===== src/logic/lane_config_pkg.sv =====
// Lane configuration constants covering chain size, widths, buffer depths and engine states
`default_nettype none

package lane_config_pkg;

    // ------------------------------------------------------------------
    // Lane geometry
    // ------------------------------------------------------------------
    // Engines in the chain, every one of them a memory requester
    localparam int NUM_ENGINES = 4;
    // Enough bits to name any engine in a memory word
    localparam int ENGINE_ID_W = 2;

    // Value carried down the chain and the memory address built from it
    localparam int VALUE_W = 16;
    localparam int ADDR_W  = 16;

    // Per engine input buffer and shared request queue
    localparam int ENGINE_FIFO_DEPTH = 4;
    localparam int REQ_FIFO_DEPTH    = 4;

    // ------------------------------------------------------------------
    // Engine FSM encoding
    // ------------------------------------------------------------------
    localparam int                     ENG_STATE_W = 2;
    localparam logic [ENG_STATE_W-1:0] ENG_IDLE    = 2'd0;
    localparam logic [ENG_STATE_W-1:0] ENG_REQ     = 2'd1;
    localparam logic [ENG_STATE_W-1:0] ENG_WAIT    = 2'd2;
    localparam logic [ENG_STATE_W-1:0] ENG_FWD     = 2'd3;

endpackage : lane_config_pkg

`default_nettype wire


===== src/logic/lane_control.sv =====
// Lane control holding the kernel descriptor base and the drained flag
`timescale 1ns/10ps
`default_nettype none

module lane_control import lane_config_pkg::*; (
    input  logic                   ap_clk,
    input  logic                   areset_lane_template,
    input  logic                   descriptor_valid_i,
    input  logic [ADDR_W-1:0]      descriptor_base_i,
    input  logic                   lane_in_valid_i,
    input  logic [NUM_ENGINES-1:0] engine_idle_i,
    input  logic                   queue_empty_i,
    output logic [ADDR_W-1:0]      base_o,
    output logic                   done_o
);

    // A descriptor has arrived since reset
    logic seen_q;

    // ------------------------------------------------------------------
    // Descriptor and done
    // ------------------------------------------------------------------
    always_ff @(posedge ap_clk) begin
        if (areset_lane_template) begin
            seen_q <= 1'b0;
            done_o <= 1'b0;
        end else begin
            if (descriptor_valid_i) begin
                seen_q <= 1'b1;
            end
            // A push or a descriptor this cycle is not yet visible in the idle levels
            done_o <= seen_q && (&engine_idle_i) && queue_empty_i
                      && !lane_in_valid_i && !descriptor_valid_i;
        end
    end

    // Base broadcast to every engine
    always_ff @(posedge ap_clk) begin
        if (descriptor_valid_i) begin
            base_o <= descriptor_base_i;
        end
    end

endmodule : lane_control

`default_nettype wire


===== config.mk =====
export PLATFORM = sky130hd
export DESIGN_NAME = lane_control
export DESIGN_NICKNAME = d
export VERILOG_FILES = /design/src/logic/lane_config_pkg.sv /design/src/logic/lane_control.sv
export SDC_FILE = /design/constraint.sdc
export NUM_CORES = 1
export LEC_CHECK = 0
export ABC_AREA = 1
export BUFFER_PORTS_ARGS = -buffer_cell sky130_fd_sc_hd__buf_2
export CORE_UTILIZATION = 35
export CTS_CLUSTER_SIZE = 40
export DETAILED_ROUTE_END_ITERATION = 7
export PLACE_DENSITY = 0.68
export SLEW_MARGIN = 40
export SYNTH_ARGS = -nofsm -noshare
export SYNTH_HDL_FRONTEND = slang
export SYNTH_SLANG_ARGS = --single-unit

===== constraint.sdc =====
create_clock -name ap_clk -period 1.1 [get_ports ap_clk]
set_clock_uncertainty 0.2 [all_clocks]
set_input_delay 0.055 -clock ap_clk [delete_from_list [all_inputs] [get_ports ap_clk]]
set_output_delay 0.055 -clock ap_clk [all_outputs]
set_load 0.01 [all_outputs]

# Yosys cells after proc, flatten, opt, wreduce, memory -nomap -nowiden
# Cells that the tools add are included.
# totals
reg_bits,18
in_bits,25
output_inout_bits,17
word_cells,10
# op_classes
n_reduce_logical,7
# ops
operator,n
logical AND 1 bit,4
AND reduction 4 bit,1
zero test 1 bit,2

# Depth between registers and ports, before layout
# Gate-level depths: netlist of run 1.
# logic_depth
depth_word,5
ltp_mapped,4
ltp_nobuf,4

# Least setup slack after synthesis of run 1
# No wires, ideal clock.
# synth_timing
path_type,reg2reg
start,reg seen_q
end,reg done_o
setup_ns,0.064
t_arrival_ns,0.532
required_ns,0.836
setup_slack_ns,0.305
stages_incl_launch_ff,5
path_buffers,0
period_less_slack_ns,0.795
path_cell_list,dfxtp_1 -> inv_1 -> nor2_1 -> nand3_1 -> nor2_1
# synth_between
elab_chain_len,4
# synth_rtl
item,line_no,text
"start, declared",lane_control.sv:18,logic seen_q;
"start signal, assigned",lane_control.sv:25,seen_q <= 1'b0;
"start signal, assigned",lane_control.sv:29,seen_q <= 1'b1;
logical AND 1 bit (2 in series),lane_control.sv:32,done_o <= seen_q && (&engine_idle_i) && queue_empty_i
logical AND 1 bit (2 in series),lane_control.sv:33,&& !lane_in_valid_i && !descriptor_valid_i;
"end signal, assigned",lane_control.sv:32,
"end, declared",lane_control.sv:14,output logic done_o
# Every way passes these cells.
# A chain may end at the register's enable or synchronous reset.

# Final worst setup path of run 1
# layout_timing
start,reg base_o[9]
end,out base_o[9]
# layout_rtl
item,line_no,text
"start, declared",lane_control.sv:13,"output logic [ADDR_W-1:0] base_o,"
"start signal, assigned",lane_control.sv:40,base_o <= descriptor_base_i;
# No word-level cell between the ends.

==> results of run 1 <==
-- state kept, by name, indices dropped and copies added (netlist names) --
signal	count
base_o	16
done_o	1
seen_q	1
-- cell type report --
class / count / share of cell area, %
multi-input combinational: 8 / 3.110
clock buffer: 4 / 2.512
timing repair buffer: 64 / 41.63
tap: 16 / 1.914
inverter: 3 / 1.077
sequential: 18 / 49.76
-- per-stage QoR --
step           utilization (%)  std cells  TNS (ns)
2_1_floorplan                -         29         0
3_3_place_gp             52.41         86         0
3_5_place_dp             52.41         86         0
4_1_cts                  69.44        113         0
5_1_grt                  69.44        113  -0.02602
6_report                 69.44        113         0
-- how the worst min path moves through the flow --
stage	startpoint	to	slack, ns
after floorplan	areset_lane_template	seen_q	-0.07
after global placement	descriptor_base_i[8]	base_o[8]	0.03
after detailed placement	descriptor_base_i[8]	base_o[8]	0.03
after CTS	descriptor_valid_i	base_o[13]	0.004
after global routing	descriptor_valid_i	base_o[8]	0.02
final	descriptor_valid_i	base_o[10]	0.01
-- power by group through the flow --
stage	registers [mW]	logic (mW)	clock network (mW)
global route	0.815	0.210	0.364
finish	0.809	0.195	0.323
detailed placement	0.826	0.130	0
CTS	0.810	0.192	0.333
global placement	0.826	0.129	0
floorplan	0.855	0.00750	0
-- per-layer routing --
metal | vias to the layer above | track usage [%]
met1 | 206 | 17.39
met5 | - | 0
li1 | 239 | -
met3 | 0 | 4.310
met4 | 0 | 5.625
met2 | 35 | 26.56
-- worst register-to-register path, cell delays in order (launching register included) --
cell and delay (ns):
dfxtp_1 0.34, inv_1 0.04, nor2_1 0.07, nand3_1 0.06, nor2_1 0.07
-- cell usage in the layout (no fill, tap or decap) --
cell,netlist,final
edfxtp_1,16,16
clkbuf_4,0,3
nor2_1,6,6
clkbuf_1,0,1
buf_2,0,41
nand3_1,2,2
inv_1,3,3
dfxtp_1,2,2
dlygate4sd3_1,0,23
-- cell families after synthesis --
group         after synthesis
flops                      18
buf+inv                     3
simple gates                8
-- what timing repair did --
item                                    in CTS  in global routing
setup buffers                                0                  0
hold buffers                                23                  0
hold endpoints to repair                    18                  0
endpoints found under the setup margin       0                  3
==> summary.md, run 1 <==
| Metric | Value |
|---|---|
| Outcome | completed |
| Largest net degree at the start of global routing | 19 |
| Crit-path cells | buf_2 |
| Worst reg2reg endpoint | done_o |
| H-tree depth reported by CTS | 1 |
| Synth Cell Area | 564.3 um^2 |
| Crit path kind | reg -> out |
| Family with the most delay on the worst path | flip-flops |
| Fillers | 113 |
| Core ar. | 1506 um^2 |
| R2r setup slk | 0.26 ns |
| Fin nets | 123 |
| Post-Synth XOR/XNOR Area | 0% |
| Clock power frac | 24.4% |
| CTS tree | built |
| Starting Density | 37.46% |
| Final GP Congestion | 0.6647 |
| Syn Inst Count | 29 |
| Fin crit share | 96.64% |
| CP required | 0.84 ns |
| CP Launch Type | flip-flop |
| Overall routing resource usage | 15.09% |
| Longest Clk Path Bufs | 2 |
| Routed wl met3 | 140 um |
| Power after layout | 1.327 mW |
| Multiplexer area fraction after synthesis | 0% |
| Finished Cell Area | 1046 um^2 |
| Share of layout cells above drive strength 1 | 45.36% |
| WP depth | 1 |
| CTS Buf Count | 3 |
| Slew headroom | 75.12% |
| Worst setup slack after layout | 0.03697 ns |
| Grt total ovfl | 0 |
| Top routing layer in use | met3 |
| Routed WL per cell | 11.08 um |
| Later-pin clock latency in the skew report | 0.27 ns |
| Crit path largest cell delay | 0.38 ns |
| IO buf count | 41 |
| Reg clk slew, reported paths | 0.10 ns |
| Final Setup Violations | 0 |
| Top-area cell type share of the netlist area | 85.14% |
| Metal2 WL | 591 um |
| Most used DFF post-synth | edfxtp_1 |
| Worst slew pin tran | 0.3733 ns |
| Die Width | 42.15 um |
| DRC viols | 0 |
| Worst Path Buf+Inv | 1 |
| Post-synth EDFFs | 16 |
| Min-Delay Path Depth | 1 |
| Comb pwr share | 14.7% |
| Switching Power | 0.2718 mW |
| Full die area | 1777 um^2 |
| Multi-input gate area | 32.53 um^2 |
| Met1 WL | 520 um |
| Worst vdd ir | 0.8342 mV |
| DRT Wirelength | 1.252 mm |
| Number of global-route vias before repair | 484 |
| CP Capture Type | primary output |
| Sequential cell area | 520.5 um^2 |
| First-pass GRT wire length | 1.932 mm |
| Max Slew Vio Count | 0 |
| Reg2Reg Depth | 4 |
| Area after DPL | 789.5 um^2 |
| Die H | 42.15 um |
| Crit path max fanout | 1 |
| Distinct cell type count after synthesis | 5 |
| Post-synthesis sequential area ratio | 92.24% |
| Power Internal | 1.055 mW |
| Synth top area cells | edfxtp_1 85%, dfxtp_1 7.1%, nor2_1 4.0%, inv_1 2.0%, nand3_1 1.8% |
| Worst min path class | in -> reg |
| Via count | 480 |
| Setup crit end | base_o[9] |
| Syn avg cell area | 19.46 um^2 |
| Slowest CP cell | edfxtp_1 |
| Post-synth ARST share | 0% |
| Synth area leader | edfxtp_1 |
| Starting DRT DRC Count | 0 |
| Sequential fraction of design power | 61.0% |
| Minimum clock period | 1.063 ns |
| Critical path data arrival time | 0.81 ns |
| ANT nets after route | 0 |
| Post-Syn Nets | 54 |
| Layout area overhead | 85.37% |
| Power per standard cell area | 1268 nW/um^2 |
| Post-synthesis simple-gate area fraction | 5.765% |
| Root Driver | clkbuf_4 |
| Post-CTS Resized | 0 |
| Post-synthesis compound-gate area fraction | 0% |
| CTS Sinks | 18 |
| Sw Ratio | 20.49% |
| Count leader, synth | edfxtp_1 |
| Adder-cell area share of the yosys netlist | 0% |
| Initial antenna violation count | 0 |
| Max cap viols | 0 |
| Hold slack | 0.01008 ns |
| Unrepaired setup endpoints after global routing | yes |
| Synth cell count leaders | 16 x edfxtp_1, 6 x nor2_1, 3 x inv_1 |
| Worst slack, placed | 0.1656 ns |
| YS warnings | 0 |
| Yosys reg bits | 18 |
| Number of I/O pins | 42 |
| Maximum clock frequency | 940.7 MHz |
| Vias per cell | 4.248 |
| Leak | 0.4733 nW |
| CP Launch Point | base_o[9] |
| # rows | 14 |
| Hold Fails Final Rpt | 0 |
| Reg-to-reg startpoint | seen_q |
| Antenna cell count | 0 |
| First-pass DRT Iterations | 1 |
| Main combinational cell family by area after synthesis | simple AND/OR/NAND/NOR gates |
(Power assumes the default switching activity.)
==> run 2: changes to the inputs <==
--- a/config.mk
+++ b/config.mk
@@ -6,11 +6,11 @@
 export NUM_CORES = 1
 export LEC_CHECK = 0
 export ABC_AREA = 1
-export BUFFER_PORTS_ARGS = -buffer_cell sky130_fd_sc_hd__buf_2
 export CORE_UTILIZATION = 35
 export CTS_CLUSTER_SIZE = 40
 export DETAILED_ROUTE_END_ITERATION = 7
-export PLACE_DENSITY = 0.68
+export DONT_BUFFER_PORTS = 1
+export PLACE_DENSITY = 0.46
 export SLEW_MARGIN = 40
 export SYNTH_ARGS = -nofsm -noshare
 export SYNTH_HDL_FRONTEND = slang
==> run 2 against run 1 <==
Effect of this change: the flow now finishes with violations (negative hold slack); wire length is 23% lower; fmax is 8.6% higher; non-clock buffer count is 41 lower; die area stayed put.
==> summary.md, run 2 (synthesis results as in run 1) <==
| Metric | Value |
|---|---|
| Largest Register | base_o |
| Crit path kind | reg -> out |
| CP Launch Point | base_o[11] |
| R2r setup slk | 0.21 ns |
| Antenna cell count | 0 |
| Commonest non-fill, non-tap cell in the layout | dlygate4sd3_1 |
| Worst slack, placed | 0.2508 ns |
| Hold Fails Final Rpt | 17 |
| CP required | 0.84 ns |
| Final GP Congestion | 0.6086 |
| CP Capture Type | primary output |
| Setup crit end | base_o[11] |
| Minimum clock period | 0.9790 ns |
| Final Setup Violations | 0 |
| Crit path max fanout | 1 |
| Slew headroom | 91.29% |
| Fillers | 124 |
| Fin crit share | 89.00% |
| Die Width | 42.15 um |
| Worst setup slack after layout | 0.1210 ns |
| Maximum clock frequency | 1021 MHz |
| Overall routing resource usage | 11.67% |
| Hold wc startpoint | descriptor_valid_i |
| DRT Wirelength | 967 um |
| Fin nets | 82 |
| CTS Buf Count | 3 |
| First-pass DRT Iterations | 2 |
| Worst reg2reg endpoint | done_o |
| CTS Sinks | 18 |
| # rows | 14 |
| Worst slew pin tran | 0.1309 ns |
| Core ar. | 1506 um^2 |
| H-tree depth reported by CTS | 1 |
| IO buf count | 0 |
| Die H | 42.15 um |
| Longest Clk Path Bufs | 2 |
| Number of I/O pins | 42 |
| Later-pin clock latency in the skew report | 0.28 ns |
| Power per standard cell area | 1467 nW/um^2 |
| Hold slack | -0.3260 ns |
| Reg-to-reg startpoint | seen_q |
| Largest net degree at the start of global routing | 19 |
| Leak | 0.3121 nW |
| Finished Cell Area | 840.8 um^2 |
| Vias per cell | 4.875 |
| Failing checks | negative hold slack |
| Max Slew Vio Count | 0 |
| ANT nets after route | 0 |
| Max cap viols | 0 |
| Worst vdd ir | 0.6423 mV |
| Unrepaired setup endpoints after global routing | no |
| Critical path data arrival time | 0.72 ns |
| Largest register FFs | 16 |
| Biggest regs | base_o: 16 flops, done_o: 1 flops, seen_q: 1 flops |
| Starting Density | 37.46% |
| Layout area overhead | 49.00% |
| Via count | 351 |
| Most frequent cells in the layout | 23 x dlygate4sd3_1, 16 x edfxtp_1, 6 x nor2_1, 3 x inv_1, 3 x clkbuf_4 |
| Worst min path class | in -> reg |
| Outcome | finished, violations left |
| Starting DRT DRC Count | 4 |
| Routed WL per cell | 13.43 um |
| Area after DPL | 584.3 um^2 |
| DRC viols | 0 |
| Reg2Reg Depth | 4 |
| Reg clk slew, reported paths | 0.10 ns |
| Setup TNS | 0 ns |
| Full die area | 1777 um^2 |
| CP Launch Type | flip-flop |
| First-pass GRT wire length | 1.462 mm |
| Grt total ovfl | 0 |
| Hold_buf cts | 23 |
| WP depth | 0 |
| Share of layout cells above drive strength 1 | 5.357% |
| Number of global-route vias before repair | 379 |
| CTS tree | built |
| Initial antenna violation count | 0 |
| Root Driver | clkbuf_4 |
[run 2: cell types whose count changed in the layout (fill, tap and decap cells not counted), sizes merged]
cell and delta:
clkinv +1, buf -41, clkbuf -1
[run 2: repair_timing]
item,in CTS,in global routing
endpoints found under the hold margin,34,17
buffers inserted,0,0
gates resized for setup,0,0
[run 2: worst min path at each step]
stage | to | cells after the start | slack [ns]
floorplan | seen_q | 1 | -0.07
global placement | seen_q | 1 | -0.07
detailed placement | seen_q | 1 | -0.06
CTS | base_o[14] | 0 | -0.33
global route | base_o[14] | 0 | -0.35
finish | base_o[14] | 0 | -0.33
[run 2: through the flow]
| step | cells | power, mW | utilization, % |
|---|---|---|---|
| final | 72 | 1.234 | 55.81 |
| after floorplan | 29 | 0.8623 | - |
| after detailed placement | 45 | 0.8690 | 38.79 |
| after CTS | 72 | 1.246 | 55.81 |
| after global routing | 72 | 1.290 | 55.81 |
| after global placement | 45 | 0.8687 | 38.79 |
[run 2: final cells by class]
cell class,instances,area (um^2),share of cell area (%)
inverter,3,11.26,1.339
sequential,18,520.5,61.90
clock buffer,3,22.52,2.679
tap,16,20.02,2.381
clock inverter,1,3.754,0.4464
timing repair buffer,23,230.2,27.38
multi-input combinational,8,32.53,3.869
[run 2: metal layers]
layer / wire length (um) / track usage, % / share of wire (%)
met5: 0 / 0 / 0
met4: 0 / 7.500 / 0
met3: 73 / 2.586 / 7.5
met2: 547 / 23.13 / 57
met1: 346 / 10.12 / 36
[run 2: report_power, final]
| part | leakage [nW] | internal (mW) | total, mW | switching, mW |
|---|---|---|---|---|
| combinational | 0.124 | 0.0579 | 0.0750 | 0.0171 |
| clock | 0.0154 | 0.132 | 0.316 | 0.185 |
| sequential | 0.173 | 0.802 | 0.843 | 0.0406 |
==> run 3: changes to the inputs <==
--- a/config.mk
+++ b/config.mk
@@ -6,7 +6,10 @@
 export NUM_CORES = 1
 export LEC_CHECK = 0
 export ABC_AREA = 1
+export CAP_MARGIN = 0
+export CORE_MARGIN = 5
 export CORE_UTILIZATION = 35
+export CTS_BUF_LIST = sky130_fd_sc_hd__clkbuf_8
 export CTS_CLUSTER_SIZE = 40
 export DETAILED_ROUTE_END_ITERATION = 7
 export DONT_BUFFER_PORTS = 1
==> run 3 against run 2 <==
Effect of this change: the run still ends with negative hold slack left; critical path type unchanged; combinational power fell by 0.8%; hold slack improved by 0.041 ns; critical path depth did not move; die area up 42%; sequential cell count did not move; fmax rose by 4.2%; highest routed layer is now met4; via count decreased by 2.8%; register-to-register slack improved by 0.03 ns; total power up 10%; sequential share of layout area fell by 1.4 points; first-iteration DRC count rose by 50%.
==> summary.md, run 3 (synthesis results as in run 1) <==
| Metric | Value |
|---|---|
| Outcome | finished, violations left |
| Failing checks | negative hold slack |
| CP Launch Type | flip-flop |
| Fillers | 110 |
| CP Capture Type | primary output |
| CTS Buf Count | 3 |
| Reg-to-reg startpoint | seen_q |
| Unrepaired setup endpoints after global routing | no |
| Hold Fails Final Rpt | 17 |
| Later-pin clock latency in the skew report | 0.24 ns |
| Core ar. | 1524 um^2 |
| Starting DRT DRC Count | 6 |
| Worst min path class | in -> reg |
| Number of global-route vias before repair | 348 |
| Worst slack, placed | 0.2577 ns |
| Fin nets | 82 |
| Vias per cell | 4.736 |
| H-tree depth reported by CTS | 1 |
| Antenna cell count | 0 |
| Final GP Congestion | 0.6536 |
| Finished Layout Cells | 72 |
| Most frequent cells in the layout | 23 x dlygate4sd3_1, 16 x edfxtp_1, 6 x nor2_1, 4 x inv_1, 3 x clkbuf_8 |
| CP Launch Point | base_o[0] |
| DRT Wirelength | 1.081 mm |
| Worst vdd ir | 0.8308 mV |
| Commonest non-fill, non-tap cell in the layout | dlygate4sd3_1 |
| Die Width | 50.15 um |
| DRC viols | 0 |
| Met1 Use GR | 5.534% |
| Fin crit share | 85.39% |
| First-pass GRT wire length | 1.442 mm |
| Crit path max fanout | 1 |
| Setup TNS | 0 ns |
| GRT met3 Usage | 2.367% |
| Share of layout cells above drive strength 1 | 5.357% |
| Critical path data arrival time | 0.68 ns |
| Power after layout | 1.360 mW |
| Routed WL per cell | 15.01 um |
| Hold slack | -0.2847 ns |
| Leak | 0.3236 nW |
| # rows | 14 |
| Slew headroom | 90.59% |
| CP required | 0.84 ns |
| Maximum clock frequency | 1065 MHz |
| Die H | 50.15 um |
| Starting Density | 37.03% |
| Largest Register | base_o |
| Crit path kind | reg -> out |
| Overall routing resource usage | 8.101% |
| Longest Clk Path Bufs | 2 |
| Biggest regs | base_o: 16 flops, done_o: 1 flops, seen_q: 1 flops |
| Initial antenna violation count | 0 |
| Postcts setup bufs | 0 |
| ANT nets after route | 0 |
| Worst slew pin tran | 0.1415 ns |
| CTS Sinks | 18 |
| Max Slew Vio Count | 0 |
| Reg clk slew, reported paths | 0.06 ns |
| Layout area overhead | 52.33% |
| Minimum clock period | 0.9393 ns |
| Root Driver | clkbuf_8 |
| Full die area | 2515 um^2 |
| Worst setup slack after layout | 0.1607 ns |
| Via count | 341 |
| IO buf count | 0 |
| Largest net degree at the start of global routing | 19 |
| Grt total ovfl | 0 |
| Largest register FFs | 16 |
| Number of I/O pins | 42 |
| Met2 Usage GRT | 16.53% |
| Hold_buf cts | 23 |
| Final Setup Violations | 0 |
| Post-CTS Resized | 0 |
| Dpl cells | 45 |
| GRT Max-Usage Layer | met2 |
| Hold wc startpoint | descriptor_valid_i |
| First-pass DRT Iterations | 2 |
| Power per standard cell area | 1583 nW/um^2 |
| Max cap viols | 0 |
| CTS tree | built |
run 3: cell types whose count changed in the layout (fill, tap and decap cells not counted), sizes merged:
cell / delta
clkinv: -1
inv: +1
run 3: final timing paths:
kind	endpoint	slack, ns	depth (start not counted)
setup reg to reg	done_o	0.24	4
hold reg to reg	seen_q	0.28	2
hold / removal	base_o[12]	-0.28	0
setup / recovery	base_o[0]	0.16	0
run 3: layer usage:
metal | vias up | wire, um
met5 | - | 0
met4 | 0 | 14
met3 | 2 | 104
met2 | 28 | 604
met1 | 155 | 356
li1 | 156 | -
run 3: per-stage QoR:
stage          util (%)  instance area (um^2)
3_5_place_dp      38.34                 584.3
6_report          56.40                 859.6
5_1_grt           56.40                 859.6
4_1_cts           56.40                 859.6
3_3_place_gp      38.34                 584.3
2_1_floorplan         -                 564.3
run 3: cell type report:
| type | instances | area (um^2) | area share (%) |
|---|---|---|---|
| well taps | 16 | 20.02 | 2.329 |
| flip-flops and latches | 18 | 520.5 | 60.55 |
| clock inverters | 1 | 3.754 | 0.4367 |
| multi-input cells | 8 | 32.53 | 3.785 |
| inverters | 3 | 11.26 | 1.310 |
| clock buffers | 3 | 41.29 | 4.803 |
| repair buffers | 23 | 230.2 | 26.78 |
run 3: report_power, final:
part | internal, mW | switching [mW] | total [mW]
clock | 0.247 | 0.193 | 0.440
sequential | 0.804 | 0.0422 | 0.846
combinational | 0.0579 | 0.0164 | 0.0744
