<file path="config.mk">
export PLATFORM = sky130hd
export DESIGN_NAME = lane_engine
export DESIGN_NICKNAME = d
export VERILOG_FILES = /design/src/logic/lane_config_pkg.sv /design/src/logic/mem_packet_pkg.sv /design/src/logic/lane_fifo.sv /design/src/logic/lane_engine.sv
export SDC_FILE = /design/constraint.sdc
export NUM_CORES = 1
export LEC_CHECK = 0
export BUFFER_PORTS_ARGS = -buffer_cell sky130_fd_sc_hd__buf_2
export CORE_AREA = 2 2 131 82
export CTS_BUF_LIST = sky130_fd_sc_hd__clkbuf_16
export DETAILED_ROUTE_END_ITERATION = 6
export DIE_AREA = 0 0 133 84
export GPL_ROUTABILITY_DRIVEN = 1
export PLACE_DENSITY = 0.75
export SYNTH_ARGS = -nofsm -noshare
export SYNTH_HDL_FRONTEND = slang
export SYNTH_SLANG_ARGS = --single-unit
</file>
<file path="constraint.sdc">
create_clock -name ap_clk -period 2.3 [get_ports ap_clk]
set_clock_uncertainty 0.05 [all_clocks]
set_input_delay 0.115 -clock ap_clk [delete_from_list [all_inputs] [get_ports ap_clk]]
set_output_delay 0.115 -clock ap_clk [all_outputs]
set_load 0.02 [all_outputs]
</file>
<file path="src/logic/lane_config_pkg.sv">
// Lane configuration constants covering chain size, widths, buffer depths and engine states
`default_nettype none

package lane_config_pkg;

    // ------------------------------------------------------------------
    // Lane geometry
    // ------------------------------------------------------------------
    // Engines in the chain, every one of them a memory requester
    localparam int NUM_ENGINES = 4;
    // Enough bits to name any engine in a memory word
    localparam int ENGINE_ID_W = 2;

    // Value carried down the chain and the memory address built from it
    localparam int VALUE_W = 16;
    localparam int ADDR_W  = 16;

    // Per engine input buffer and shared request queue
    localparam int ENGINE_FIFO_DEPTH = 4;
    localparam int REQ_FIFO_DEPTH    = 4;

    // ------------------------------------------------------------------
    // Engine FSM encoding
    // ------------------------------------------------------------------
    localparam int                     ENG_STATE_W = 2;
    localparam logic [ENG_STATE_W-1:0] ENG_IDLE    = 2'd0;
    localparam logic [ENG_STATE_W-1:0] ENG_REQ     = 2'd1;
    localparam logic [ENG_STATE_W-1:0] ENG_WAIT    = 2'd2;
    localparam logic [ENG_STATE_W-1:0] ENG_FWD     = 2'd3;

endpackage : lane_config_pkg

`default_nettype wire

</file>
<file path="src/logic/mem_packet_pkg.sv">
// Memory port word, read as a request on the way out and as a response on the way back
`default_nettype none

package mem_packet_pkg;

    import lane_config_pkg::*;

    // ------------------------------------------------------------------
    // Field widths
    // ------------------------------------------------------------------
    // Returned data, same width as the address so both views line up
    localparam int MEM_DATA_W = 16;
    localparam int MEM_WORD_W = ENGINE_ID_W + ADDR_W;

    // ------------------------------------------------------------------
    // Memory word
    // ------------------------------------------------------------------
    // ID on top in both views, so routing never depends on the view
    typedef union packed {
        // Outbound, engine ID and the read address
        struct packed {
            logic [ENGINE_ID_W-1:0] id;
            logic [ADDR_W-1:0]      addr;
        } req;
        // Inbound, engine ID echoed back with the read data
        struct packed {
            logic [ENGINE_ID_W-1:0] id;
            logic [MEM_DATA_W-1:0]  data;
        } rsp;
    } mem_word_u;

endpackage : mem_packet_pkg

`default_nettype wire

</file>
<file path="src/logic/lane_fifo.sv">
// Synchronous circular FIFO with a full level and an empty flag
`timescale 1ns/10ps
`default_nettype none

module lane_fifo #(
    parameter int WIDTH = 16,
    parameter int DEPTH = 4
) (
    input  logic             ap_clk,
    input  logic             areset_lane_template,
    input  logic             push_i,
    input  logic [WIDTH-1:0] push_data_i,
    input  logic             pop_i,
    output logic [WIDTH-1:0] pop_data_o,
    output logic             empty_o,
    output logic             full_o
);

    // Storage, pointers and fill count
    logic [WIDTH-1:0]           mem_q [DEPTH];
    logic [$clog2(DEPTH)-1:0]   wr_ptr_q;
    logic [$clog2(DEPTH)-1:0]   rd_ptr_q;
    logic [$clog2(DEPTH+1)-1:0] count_q;

    // ------------------------------------------------------------------
    // Pointer and count update
    // ------------------------------------------------------------------
    always_ff @(posedge ap_clk) begin
        if (areset_lane_template) begin
            wr_ptr_q <= '0;
            rd_ptr_q <= '0;
            count_q  <= '0;
        end else begin
            // Pointers wrap at DEPTH, which need not be a power of two
            if (push_i) begin
                wr_ptr_q <= (wr_ptr_q == ($clog2(DEPTH))'(DEPTH - 1)) ? '0 : wr_ptr_q + 1'b1;
            end
            if (pop_i) begin
                rd_ptr_q <= (rd_ptr_q == ($clog2(DEPTH))'(DEPTH - 1)) ? '0 : rd_ptr_q + 1'b1;
            end
            // Push and pop together leave the count alone
            case ({push_i, pop_i})
                2'b10:   count_q <= count_q + 1'b1;
                2'b01:   count_q <= count_q - 1'b1;
                default: count_q <= count_q;
            endcase
        end
    end

    // Payload write
    always_ff @(posedge ap_clk) begin
        if (push_i) begin
            mem_q[wr_ptr_q] <= push_data_i;
        end
    end

    // Head word shows without a pop, valid while not empty
    assign pop_data_o = mem_q[rd_ptr_q];
    assign empty_o    = (count_q == '0);
    assign full_o     = (count_q == ($clog2(DEPTH+1))'(DEPTH));

    // Producer honors full, consumer honors empty
    a_no_overflow: assert property (@(posedge ap_clk) disable iff (areset_lane_template)
        !(push_i && full_o));
    a_no_underflow: assert property (@(posedge ap_clk) disable iff (areset_lane_template)
        !(pop_i && empty_o));

endmodule : lane_fifo

`default_nettype wire

</file>
<file path="src/logic/lane_engine.sv">
// Chain engine that reads memory at base plus value and forwards value plus data
`timescale 1ns/10ps
`default_nettype none

module lane_engine import lane_config_pkg::*, mem_packet_pkg::*; #(
    parameter int ENGINE_ID = 0
) (
    input  logic                  ap_clk,
    input  logic                  areset_lane_template,
    input  logic                  in_push_i,
    input  logic [VALUE_W-1:0]    in_value_i,
    input  logic [ADDR_W-1:0]     base_i,
    input  logic                  req_grant_i,
    input  logic                  rsp_valid_i,
    input  logic [MEM_DATA_W-1:0] rsp_data_i,
    input  logic                  out_full_i,
    output logic                  in_full_o,
    output logic                  req_valid_o,
    output logic [ADDR_W-1:0]     req_addr_o,
    output logic                  out_valid_o,
    output logic [VALUE_W-1:0]    out_value_o,
    output logic                  idle_o
);

    logic [ENG_STATE_W-1:0] state_q;
    // Holds the input value, then the sum once the data is back
    logic [VALUE_W-1:0]     value_q;
    logic                   fifo_pop;
    logic [VALUE_W-1:0]     fifo_head;
    logic                   fifo_empty;

    // ------------------------------------------------------------------
    // Input buffer
    // ------------------------------------------------------------------
    lane_fifo #(
        .WIDTH (VALUE_W),
        .DEPTH (ENGINE_FIFO_DEPTH)
    ) u_in_fifo (
        .ap_clk               (ap_clk),
        .areset_lane_template (areset_lane_template),
        .push_i               (in_push_i),
        .push_data_i          (in_value_i),
        .pop_i                (fifo_pop),
        .pop_data_o           (fifo_head),
        .empty_o              (fifo_empty),
        .full_o               (in_full_o)
    );

    // One item in flight, so only an idle engine takes the next one
    assign fifo_pop = (state_q == ENG_IDLE) && !fifo_empty;

    // ------------------------------------------------------------------
    // Request, wait, forward FSM
    // ------------------------------------------------------------------
    always_ff @(posedge ap_clk) begin
        if (areset_lane_template) begin
            state_q <= ENG_IDLE;
        end else begin
            case (state_q)
                ENG_IDLE: if (fifo_pop)     state_q <= ENG_REQ;
                ENG_REQ:  if (req_grant_i)  state_q <= ENG_WAIT;
                // Response latency is open ended
                ENG_WAIT: if (rsp_valid_i)  state_q <= ENG_FWD;
                // Fires on the first cycle downstream has room
                ENG_FWD:  if (!out_full_i)  state_q <= ENG_IDLE;
                default:                    state_q <= ENG_IDLE;
            endcase
        end
    end

    // Payload, sum wraps at VALUE_W
    always_ff @(posedge ap_clk) begin
        if (fifo_pop) begin
            value_q <= fifo_head;
        end else if ((state_q == ENG_WAIT) && rsp_valid_i) begin
            value_q <= value_q + VALUE_W'(rsp_data_i);
        end
    end

    // Request held until the grant bit shows
    assign req_valid_o = (state_q == ENG_REQ);
    assign req_addr_o  = base_i + ADDR_W'(value_q);

    assign out_valid_o = (state_q == ENG_FWD) && !out_full_i;
    assign out_value_o = value_q;
    assign idle_o      = (state_q == ENG_IDLE) && fifo_empty;

    // Routed responses only ever reach an engine that is waiting for one
    a_rsp_in_wait: assert property (@(posedge ap_clk) disable iff (areset_lane_template)
        rsp_valid_i |-> (state_q == ENG_WAIT))
        else $error("engine %0d saw a response outside the wait state", ENGINE_ID);

endmodule : lane_engine

`default_nettype wire

</file>
# --- After elaboration in Yosys (flattened, before gate mapping) ---
# Memories as Yosys holds them, arrays and structs flattened. A register that Yosys moved wholly into a read port is not among the register bits.
# Index checks and enable logic that the tools add are counted.
word_totals:
  reg_bits: 25
  memories: 1
  ram_bits: 64
op_classes:
  addsub: 6
  n_eq_ne: 12
  reduce_logical: 11
  mux: 14
memory_table:
  columns: ["name", "depth", "word_bits", "read_ports", "rd_ports_with_merged_regs", "wr", "line", "rtl"]
  rows:
  - ["u_in_fifo.mem_q", 4, 16, 1, 1, 1, "lane_fifo.sv:20", "logic [WIDTH-1:0] mem_q [DEPTH];"]
op_table:
  columns: ["cell", "n"]
  rows:
  - ["adder 16 bit", 2]
  - ["two-way mux 16 bit", 2]
  - ["two-way mux 2 bit", 8]
  - ["equality test 2 bit (second input constant)", 5]
  - ["case mux 2 bit (4 select lines)", 1]
  - ["inequality test 2 bit (second input constant)", 3]
  - ["case mux 3 bit (2 select lines)", 1]
  - ["adder 2 x 1 -> 2 bit (second input constant)", 2]
  - ["equality test 2 x 1 -> 1 bit (second input constant)", 2]
  - ["logical AND 1 bit", 4]
  - ["AND reduction 4 bit", 1]
  - ["nonzero test 2 bit", 2]
  - ["adder 3 x 1 -> 3 bit (second input constant)", 1]
  - ["equality test 3 bit (second input constant)", 1]
  - ["logical NOT 3 bit", 1]
  - ["subtractor 3 x 1 -> 3 bit (second input constant)", 1]
  - ["logical NOT 1 bit", 2]
  - ["logical NOT 2 bit", 1]
  - ["two-way mux 1 bit", 2]
  - ["inequality test 2 x 1 -> 1 bit (second input constant)", 1]

# --- Longest topological paths before layout ---
# Gate-level depths: netlist of run 1.
logic_depth:
  depth_word: 5
  ltp_mapped: 12

# --- Hierarchy ---
# From an unflattened synthesis of run 1, not the netlist that was laid out.
hier_totals:
  cells_unflattened: 408
  area_unflattened_um2: 5079.9
by_module_without_submodules:
  columns: ["mod", "instances", "area_per_inst_um2", "cells_each"]
  rows:
  - ["lane_fifo", 1, 2793.9, 132]
  - ["lane_engine", 1, 2285.9, 276]

# --- Worst setup path after synthesis of run 1 ---
# No wires, ideal clock.
synth_timing:
  path_kind: "register to output"
  start: "reg value_q[0] (netlist: out_value_o[0])"
  end: "out req_addr_o[12]"
  stages_incl_launch_ff: 9
  path_slack_ns: -0.307
  arrival_ns: 2.442
  required_time_ns: 2.135
  n_path_buf: 0
  path_cell_list: "edfxtp_1 > ha_1 > fa_1 > a21o_1 > a221oi_2 > o311a_4 > o21bai_1 > a21o_1 > xor2_1"
synth_via:
  elab_chain_cells: 1
synth_rtl:
  columns: ["element", "line", "rtl"]
  rows:
  - ["start, declared", "lane_engine.sv:27", "logic [VALUE_W-1:0] value_q;"]
  - ["start signal, assigned", "lane_engine.sv:74", "value_q <= fifo_head;"]
  - ["start signal, assigned", "lane_engine.sv:76", "value_q <= value_q + VALUE_W'(rsp_data_i);"]
  - ["adder 16 bit", "lane_engine.sv:82", "assign req_addr_o = base_i + ADDR_W'(value_q);"]
  - ["end, declared", "lane_engine.sv:19", "output logic [ADDR_W-1:0] req_addr_o,"]
# No other way between the ends.

# --- Final worst setup path of run 1 ---
# Ends and elaborated chain as after synthesis.

==> results of run 1 <==
[worst max-delay path, delay by kind of cell (launching register included)]
family                   cells  cell delay, ns
flip-flops                   1            0.39
adder cells (fa/ha/maj)      2            0.55
XOR/XNOR                     1            0.14
buffers and inverters        1            0.16
AO/OA/AOI/OAI                5            0.94
[registers in the layout, summed over array words and instances, names as in the netlist, named ones only]
name,count
out_value_o,16
u_in_fifo.wr_ptr_q,2
state_q,2
u_in_fifo.rd_ptr_q,2
u_in_fifo.mem_q,64
u_in_fifo.count_q,3
[metal layers]
layer  up-vias  wire, µm  track usage  part of all wire
met1      1776      5460        0.313              0.47
met4         0        44       0.0303            0.0038
met5         -         0            0                 0
met3         4       889       0.0613             0.076
met2       138      5260        0.327              0.45
li1       1777         -            -                 -
[placed cells by master (no fill, tap or decap), drive strengths merged, types with 3 or more instances in the layout]
master | synthesis | final
a211oi | 5 | 5
a21o | 14 | 14
a21oi | 32 | 32
and2 | 6 | 6
and3 | 3 | 3
buf | 5 | 125
clkbuf | 6 | 9
dfxtp | 11 | 11
dlygate4sd3 | 0 | 16
edfxtp | 80 | 80
fa | 3 | 3
ha | 41 | 41
inv | 14 | 16
mux2i | 5 | 5
mux4 | 16 | 16
nand2 | 31 | 31
nand2b | 3 | 3
nand3 | 6 | 6
nand4 | 3 | 3
nor2 | 22 | 22
nor2b | 3 | 3
nor3 | 7 | 7
o21ai | 17 | 17
o21bai | 4 | 4
o31ai | 3 | 3
or3 | 3 | 3
xnor2 | 12 | 12
xor2 | 12 | 12
[logic make-up (layout without fill, tap and decap cells)]
group / after synthesis / count (layout)
AOI/OAI and AO/OA: 92 / 92
xor gates and xnor gates: 24 / 24
adders and majority gates: 44 / 44
buffers and inverters: 25 / 170
DFF: 91 / 91
muxes: 22 / 22
and+or+nand+nor: 94 / 94
[report_power, final]
group          switching (W)  internal [W]  total, W
logic                0.00322       0.00254   0.00576
clock network       0.000602      0.000839   0.00144
registers           0.000228       0.00225   0.00248
[how the worst max path moves through the flow]
| stage | slack, ns | to | cells after the start |
|---|---|---|---|
| after floorplan | -0.15 | req_addr_o[12] | 8 |
| after global placement | -0.12 | req_addr_o[14] | 9 |
| after detailed placement | -0.15 | req_addr_o[14] | 9 |
| after CTS | -0.38 | req_addr_o[12] | 9 |
| after global routing | -0.46 | req_addr_o[12] | 9 |
| final | -0.38 | req_addr_o[12] | 9 |
[final cells by class]
class | count | area, µm² | area share
Multi-Input combinational cell | 276 | 2470 | 0.379
Clock buffer | 9 | 225 | 0.0345
Sequential cell | 91 | 2620 | 0.402
Timing Repair Buffer | 141 | 912 | 0.140
Clock inverter | 6 | 67.6 | 0.0104
Tap cell | 139 | 174 | 0.0267
Inverter | 14 | 52.6 | 0.00805
[what timing repair did]
item / in CTS / in global routing
hold buffers: 16 / 0
endpoints found under the hold margin: 64 / 0
gates resized for setup: 25 / 22
setup buffers: 7 / 7
pin swaps: 23 / 24
endpoints found under the setup margin: 16 / 19
[metrics by stage]
step / TNS, ns / std cells / hold WS (ns)
after floorplan: -0.290 / 392 / 0.164
after global placement: -0.362 / 634 / 0.279
after detailed placement: -0.608 / 634 / 0.280
after CTS: -2.02 / 669 / 0.0218
after global routing: -3.74 / 676 / 0.0372
final: -2.37 / 676 / 0.0306
==> results.py, run 1 <==
metrics = {
    "yosys": {
        "synth_xor_xnor_area_share": 0.0420,
        "synthSimpleGateAreaFrac": 0.0910,
        "synthCells": 392,
        "avgSynthCellArea_um2": 12.8,
        "synth_seq_cells": 91,
        "ys_top_cells_by_area": "edfxtp_1 48%, ha_1 10%, mux4_2 7.2%, dfxtp_1 4.4%, a21oi_1 2.9%",
        "yosys_warnings": 0,
        "synth_fa_ha_area_frac": 0.115,
        "syn-num-nets": 490,
        "synth-edff-count": 80,
        "synth_top_family_by_area": "compound AO/OA/AOI/OAI gates",
        "synth_cell_types": 53,
        "muxShareOfSynthArea": 0.0843,
        "yosysSeqAreaShare": 0.524,
        "netlist_area_um2": 5000,
        "synth_top_area_share": 0.480,
        "synthArstFlopShare": 0,
        "ys.flop_type": "edfxtp_1",
        "synth_common_cells": "80 x edfxtp_1, 41 x ha_1, 31 x nand2_1",
        "synth-compound-area-share": 0.125,
        "yosys.area.top_type": "edfxtp_1",
        "synth.most_common_cell": "edfxtp_1",
    },
    "global_route": {
        "overflow": 0,
        "grt.total_usage": 0.214,
        "grt_pass1_vias": 3613,
        "grt_pass1_wl_um": 18500,
        "antenna_found_initial": 0,
        "grt_max_degree": 25,
    },
    "timing": {
        "worst_slack_ns": -0.385,
        "timing.fmax_mhz": 372,
        "worst_slew_pin_slew_ns": 0.704,
        "setup_viol": 11,
        "hold_viol": 0,
        "min_period_ns": 2.68,
        "finalCritPeriodShare": 1.17,
        "rsz0062_at_grt": "true",
        "slew_violations": 0,
        "slew_headroom": 0.529,
    },
    "clocking": {
        "htreeDepth": 3,
        "clk_pin_slew_ns": 0.06,
        "cts_root_buffer": "clkbuf_16",
        "cts_tree": "done",
        "cts_sinks": 91,
        "cts_buffers": 9,
        "clk_latency_ns": 0.34,
        "cts_buffer_depth": 2,
    },
    "setup_path": {
        "rrSetupSlack_ns": -0.02,
        "startpoint_type": "flop",
        "end_kind": "output pin",
        "slowest_stage": "edfxtp_1",
        "arrival_ns": 2.52,
        "reg2regPathDepth": 9,
        "cp_max_fo": 3,
        "slowest_delay_ns": 0.39,
        "crit_path_start": "out_value_o[0]",
        "crit_path_frequent_cell": "a21o_1",
        "timing.rr.end": "out_value_o[10]",
        "critPathRequiredTime_ns": 2.13,
        "r2r_start": "out_value_o[0]",
        "worstSetupPathType": "reg -> out",
        "crit_path_cell_trace": "ha_2, fa_2, a21o_1, a221oi_4, o311a_4, o21bai_1, a21o_1, xor2_2, buf_4",
    },
    "place": {
        "port_buffers": 89,
        "place_congestion": 0.866,
        "pre_cts_ws_ns": -0.148,
        "placed_cell_area_um2": 5800,
        "place_hpwl_um": 8280,
    },
    "floorplanning": {
        "dieHeight_um": 84,
        "rows": 29,
        "fp.dieW_um": 133,
        "die-area_um2": 11200,
        "boundaryPins": 90,
        "start_util": 0.494,
        "core-area_um2": 10100,
    },
    "layout": {
        "layout-drive-gt1-share": 0.367,
        "antennaDiodeCount": 0,
        "nNetsFinal": 631,
        "final_cell_area_um2": 6530,
        "n_fill_cell": 786,
        "syn_to_final_growth_pct": 30.4,
        "final_util": 0.645,
    },
    "route": {
        "drt-initial-drc-count": 283,
        "num_vias": 3695,
        "drc": 0,
        "wl_per_cell_um": 17.2,
        "first_pass_iters": 5,
        "antenna_left": 0,
        "via_per_inst": 5.47,
        "drt-total-wl_um": 11700,
    },
    "hold_path": {
        "hold_class": "in -> reg",
        "min_to": "u_in_fifo.count_q[2]",
        "min_from": "areset_lane_template",
        "hold_depth": 2,
    },
    "outcome": {
        "failed_checks": "negative setup slack",
        "status": "finished, violations left",
    },
    "power_and_ir_drop": {
        "power.density_nw_per_um2": 1480,
        "ir_worst_vdd_uv": 920,
        "power_w": 0.00968,
        "leakagePower_nw": 2.67,
    },
    "job": {
        "maxCapViolCount": 0,
    },
}
Note: power is estimated with default switching activity, not from simulation.
==> run 2: changes to the inputs <==
--- a/config.mk
+++ b/config.mk
@@ -5,11 +5,11 @@
 export SDC_FILE = /design/constraint.sdc
 export NUM_CORES = 1
 export LEC_CHECK = 0
-export BUFFER_PORTS_ARGS = -buffer_cell sky130_fd_sc_hd__buf_2
-export CORE_AREA = 2 2 131 82
+export CORE_AREA = 2 2 123 77
 export CTS_BUF_LIST = sky130_fd_sc_hd__clkbuf_16
 export DETAILED_ROUTE_END_ITERATION = 6
-export DIE_AREA = 0 0 133 84
+export DIE_AREA = 0 0 125 79
+export DONT_BUFFER_PORTS = 1
 export GPL_ROUTABILITY_DRIVEN = 1
 export PLACE_DENSITY = 0.75
 export SYNTH_ARGS = -nofsm -noshare
==> results.py, run 2 (synthesis results as in run 1) <==
metrics = {
    "clocking": {
        "cts_sinks": 91,
        "cts_buffer_depth": 2,
        "cts_tree": "done",
        "cts_root_buffer": "clkbuf_16",
        "clk_pin_slew_ns": 0.06,
        "clk_latency_ns": 0.34,
        "htreeDepth": 3,
        "cts_buffers": 9,
    },
    "timing": {
        "hold_viol": 0,
        "slew_violations": 0,
        "setup_viol": 14,
        "worst_slack_ns": -0.406,
        "min_period_ns": 2.71,
        "rsz0062_at_grt": "true",
        "worst_slew_pin_slew_ns": 0.524,
        "finalCritPeriodShare": 1.18,
        "timing.fmax_mhz": 369,
        "slew_headroom": 0.648,
    },
    "place": {
        "placed_cell_area_um2": 5460,
        "place_hpwl_um": 7980,
        "place_congestion": 0.897,
        "port_buffers": 0,
    },
    "layout": {
        "largest_reg_flops": 64,
        "mostFrequentLayoutCells": "80 x edfxtp_1, 50 x buf_4, 35 x ha_1",
        "layout_commonest_cell": "edfxtp_1",
        "layout-drive-gt1-share": 0.272,
        "nNetsFinal": 560,
        "final_util": 0.698,
        "syn_to_final_growth_pct": 23.5,
        "n_fill_cell": 590,
        "final_cell_area_um2": 6180,
        "largest_register": "u_in_fifo.mem_q",
        "antennaDiodeCount": 0,
    },
    "setup_path": {
        "worstSetupPathType": "reg -> out",
        "arrival_ns": 2.54,
        "slowest_stage": "edfxtp_1",
        "critPathRequiredTime_ns": 2.13,
        "crit_path_cell_trace": "ha_2, fa_2, a21o_1, a221oi_4, o311a_4, o21bai_1, a21o_1, xor2_2",
        "path_delay_family": "compound AO/OA/AOI/OAI gates",
        "slowest_delay_ns": 0.42,
        "startpoint_type": "flop",
        "crit_path_frequent_cell": "a21o_1",
        "path_buf_inv": 0,
        "end_kind": "output pin",
        "cp_max_fo": 3,
    },
    "hold_path": {
        "hold_class": "in -> reg",
    },
    "global_route": {
        "grt.total_usage": 0.243,
        "grt_max_degree": 25,
        "grt_pass1_vias": 3506,
        "grt_pass1_wl_um": 18200,
        "antenna_found_initial": 0,
        "overflow": 0,
    },
    "power_and_ir_drop": {
        "leakagePower_nw": 2.39,
        "power.density_nw_per_um2": 1520,
        "ir_worst_vdd_uv": 650,
    },
    "route": {
        "first_pass_iters": 5,
        "drt-initial-drc-count": 191,
        "drc": 0,
        "antenna_left": 0,
        "drt-total-wl_um": 11500,
        "num_vias": 3507,
        "wl_per_cell_um": 19.8,
        "via_per_inst": 6.02,
    },
    "floorplanning": {
        "rows": 27,
        "die-area_um2": 9880,
        "start_util": 0.565,
        "core-area_um2": 8850,
        "fp.dieW_um": 125,
        "boundaryPins": 90,
        "dieHeight_um": 79,
    },
    "outcome": {
        "failed_checks": "negative setup slack",
        "status": "finished, violations left",
    },
    "job": {
        "maxCapViolCount": 0,
    },
}
-- run 2: cell types whose count changed in the layout (fill, tap and decap cells not counted), moves of 2 or more --
cell,before,now
dlygate4sd3_1,16,18
a21oi_2,5,7
clkinv_1,0,2
buf_4,43,50
clkinv_4,2,4
buf_2,79,0
-- run 2: area by class of cell --
cell class	count	area [µm²]	share of cell area
flip-flops and latches	91	2620	0.424
multi-input cells	276	2510	0.406
repair buffers	70	578	0.0935
clock buffers	9	225	0.0364
well taps	116	145	0.0235
inverters	14	52.6	0.00850
clock inverters	7	46.3	0.00749
-- run 2: final timing paths --
check	startpoint	to	slack [ns]	depth (start not counted)
worst max register to register	out_value_o[0]	out_value_o[6]	-0.23	10
worst min-delay path	rsp_data_i[0]	out_value_o[0]	0.03	3
worst max-delay path	out_value_o[0]	req_addr_o[12]	-0.41	8
worst min register to register	u_in_fifo.rd_ptr_q[1]	u_in_fifo.rd_ptr_q[1]	0.46	2
-- run 2: worst min-delay path, delay by kind of cell --
kind,cells,cell delay [ns]
fa+ha+maj,1,0.10
simple gates,2,0.10
-- run 2: routing by layer --
layer	up-vias	wire length [µm]	GRT usage	part of all wire
met2	153	5370	0.401	0.47
met3	17	1060	0.0795	0.092
met4	0	162	0.0733	0.014
met5	-	0	0	0
li1	1631	-	-	-
met1	1706	4950	0.312	0.43
-- run 2: where the power goes --
group	internal, W	switching, W
clock	0.000727	0.000598
combinational	0.00241	0.00316
sequential	0.00225	0.000258
-- run 2: through the flow --
stage | hold WS (ns) | instances | total power, W | setup WS (ns) | setup TNS [ns]
floorplan | 0.164 | 392 | 0.00612 | -0.149 | -0.290
global placement | 0.135 | 540 | 0.00728 | -0.126 | -0.206
detailed placement | 0.140 | 540 | 0.00745 | -0.163 | -0.511
CTS | 0.0439 | 580 | 0.00920 | -0.376 | -1.83
global route | 0.0462 | 583 | 0.00997 | -0.468 | -4.40
finish | 0.0340 | 583 | 0.00941 | -0.406 | -2.96
-- run 2: repair_timing --
action                                  4_1_cts  5_1_grt
pin swaps                                    25       17
endpoints found under the setup margin       14       19
setup buffers                                 7        4
hold endpoints to repair                     75        0
gates resized for setup                      27       15
hold buffers                                 18        0
==> run 3: changes to the inputs <==
--- a/config.mk
+++ b/config.mk
@@ -5,13 +5,14 @@
 export SDC_FILE = /design/constraint.sdc
 export NUM_CORES = 1
 export LEC_CHECK = 0
-export CORE_AREA = 2 2 123 77
-export CTS_BUF_LIST = sky130_fd_sc_hd__clkbuf_16
+export CORE_AREA = 2 2 121 76
+export CTS_BUF_LIST = sky130_fd_sc_hd__clkbuf_8
 export DETAILED_ROUTE_END_ITERATION = 6
-export DIE_AREA = 0 0 125 79
+export DIE_AREA = 0 0 123 78
 export DONT_BUFFER_PORTS = 1
 export GPL_ROUTABILITY_DRIVEN = 1
-export PLACE_DENSITY = 0.75
+export HOLD_SLACK_MARGIN = 0.02
+export PLACE_DENSITY = 0.77
 export SYNTH_ARGS = -nofsm -noshare
 export SYNTH_HDL_FRONTEND = slang
 export SYNTH_SLANG_ARGS = --single-unit
==> results.py, run 3 (synthesis results as in run 1) <==
metrics = {
    "outcome": {
        "status": "finished, violations left",
        "failed_checks": "negative setup slack",
    },
    "layout": {
        "n_fill_cell": 538,
        "mostFrequentLayoutCells": "80 x edfxtp_1, 49 x buf_4, 35 x ha_1",
        "layout_commonest_cell": "edfxtp_1",
        "antennaDiodeCount": 0,
        "final_cell_count_no_fill": 583,
        "multi_input_area_um2": 2580,
        "layout-drive-gt1-share": 0.299,
        "register_area_um2": 2630,
        "final_cell_area_um2": 6220,
        "nNetsFinal": 564,
        "syn_to_final_growth_pct": 24.3,
        "largest_reg_flops": 64,
        "largest_register": "u_in_fifo.mem_q",
    },
    "global_route": {
        "grt_max_degree": 25,
        "grt_pass1_wl_um": 17100,
        "grt_pass1_vias": 3431,
        "overflow": 0,
        "grt.total_usage": 0.238,
        "antenna_found_initial": 0,
    },
    "clocking": {
        "cts_root_buffer": "clkbuf_8",
        "cts_buffer_depth": 2,
        "cts_tree": "done",
        "cts_buffers": 9,
        "htreeDepth": 3,
        "clk_latency_ns": 0.37,
        "cts_sinks": 91,
        "clk_pin_slew_ns": 0.10,
    },
    "route": {
        "via_per_inst": 6.07,
        "first_pass_iters": 5,
        "wl_per_cell_um": 19.6,
        "drc": 0,
        "drt-initial-drc-count": 161,
        "antenna_left": 0,
        "num_vias": 3538,
        "drt-total-wl_um": 11400,
    },
    "hold_path": {
        "hold_class": "in -> reg",
    },
    "floorplanning": {
        "fp.dieW_um": 123,
        "rows": 26,
        "boundaryPins": 90,
        "dieHeight_um": 78,
        "core-area_um2": 8390,
        "start_util": 0.596,
        "die-area_um2": 9590,
    },
    "power_and_ir_drop": {
        "leakagePower_nw": 2.39,
        "power.density_nw_per_um2": 1510,
        "power_w": 0.00941,
        "ir_worst_vdd_uv": 582,
    },
    "timing": {
        "hold_viol": 0,
        "worst_slew_pin_slew_ns": 0.485,
        "rsz0062_at_grt": "true",
        "worst_slack_ns": -0.433,
        "slew_headroom": 0.674,
        "setup_viol": 15,
        "min_period_ns": 2.73,
        "timing.fmax_mhz": 366,
        "slew_violations": 0,
        "finalCritPeriodShare": 1.19,
    },
    "setup_path": {
        "worstSetupPathType": "reg -> out",
        "arrival_ns": 2.57,
        "end_kind": "output pin",
        "critPathRequiredTime_ns": 2.13,
        "startpoint_type": "flop",
        "cp_max_fo": 3,
    },
    "place": {
        "place_congestion": 0.813,
        "port_buffers": 0,
        "post-place-cells": 535,
        "place_hpwl_um": 7980,
        "placed_cell_area_um2": 5450,
        "pre_cts_ws_ns": -0.188,
    },
    "job": {
        "maxCapViolCount": 0,
    },
}
==> run 3: layout make-up <==
cell class	instances	area share
Inverter	14	0.00845
Sequential cell	91	0.422
Clock buffer	9	0.0199
Timing Repair Buffer	74	0.100
Tap cell	112	0.0225
Multi-Input combinational cell	276	0.416
Clock inverter	7	0.0107
==> run 3: report_power, final <==
part | internal [W] | switching, W | total, W
Combinational | 0.00258 | 0.00326 | 0.00585
Clock | 0.000425 | 0.000619 | 0.00104
Sequential | 0.00225 | 0.000272 | 0.00252
Total | 0.00526 | 0.00415 | 0.00941
==> run 3: metal layers <==
metal | wire length, µm | track usage | vias to the layer above
li1 | - | - | 1635
met4 | 169 | 0.0648 | 0
met1 | 4920 | 0.329 | 1720
met2 | 5370 | 0.381 | 166
met3 | 993 | 0.0566 | 17
met5 | 0 | 0 | -
==> run 3: path summary, 6_finish.rpt <==
path	from	end	slack (ns)	cells after the start
setup / recovery	out_value_o[0]	req_addr_o[12]	-0.43	8
setup reg to reg	out_value_o[0]	out_value_o[14]	-0.25	10
hold / removal	rsp_data_i[1]	out_value_o[1]	0.1	3
hold reg to reg	u_in_fifo.rd_ptr_q[1]	u_in_fifo.rd_ptr_q[1]	0.46	2
==> run 3: through the flow <==
stage	utilization	setup TNS [ns]	hold WS, ns
after floorplan	-	-0.290	0.164
after global placement	0.650	-0.194	0.137
after detailed placement	0.650	-0.498	0.140
after CTS	0.717	-2.31	0.0867
after global routing	0.741	-5.38	0.117
final	0.741	-3.78	0.0999
==> run 3: repair_timing <==
action,4_1_cts,5_1_grt
setup endpoints to repair,14,21
buffers inserted,9,6
gates resized for setup,23,37
pin swaps,19,19
hold buffers,20,0
hold endpoints to repair,76,0
==> run 3: worst max-delay path: stages, from the launching register on <==
cell and delay (ns):
edfxtp_1 0.43, ha_2 0.22, fa_2 0.34, a21o_1 0.20
a221oi_4 0.29, o311a_4 0.22, o21bai_1 0.07, a21o_1 0.21
xor2_4 0.21
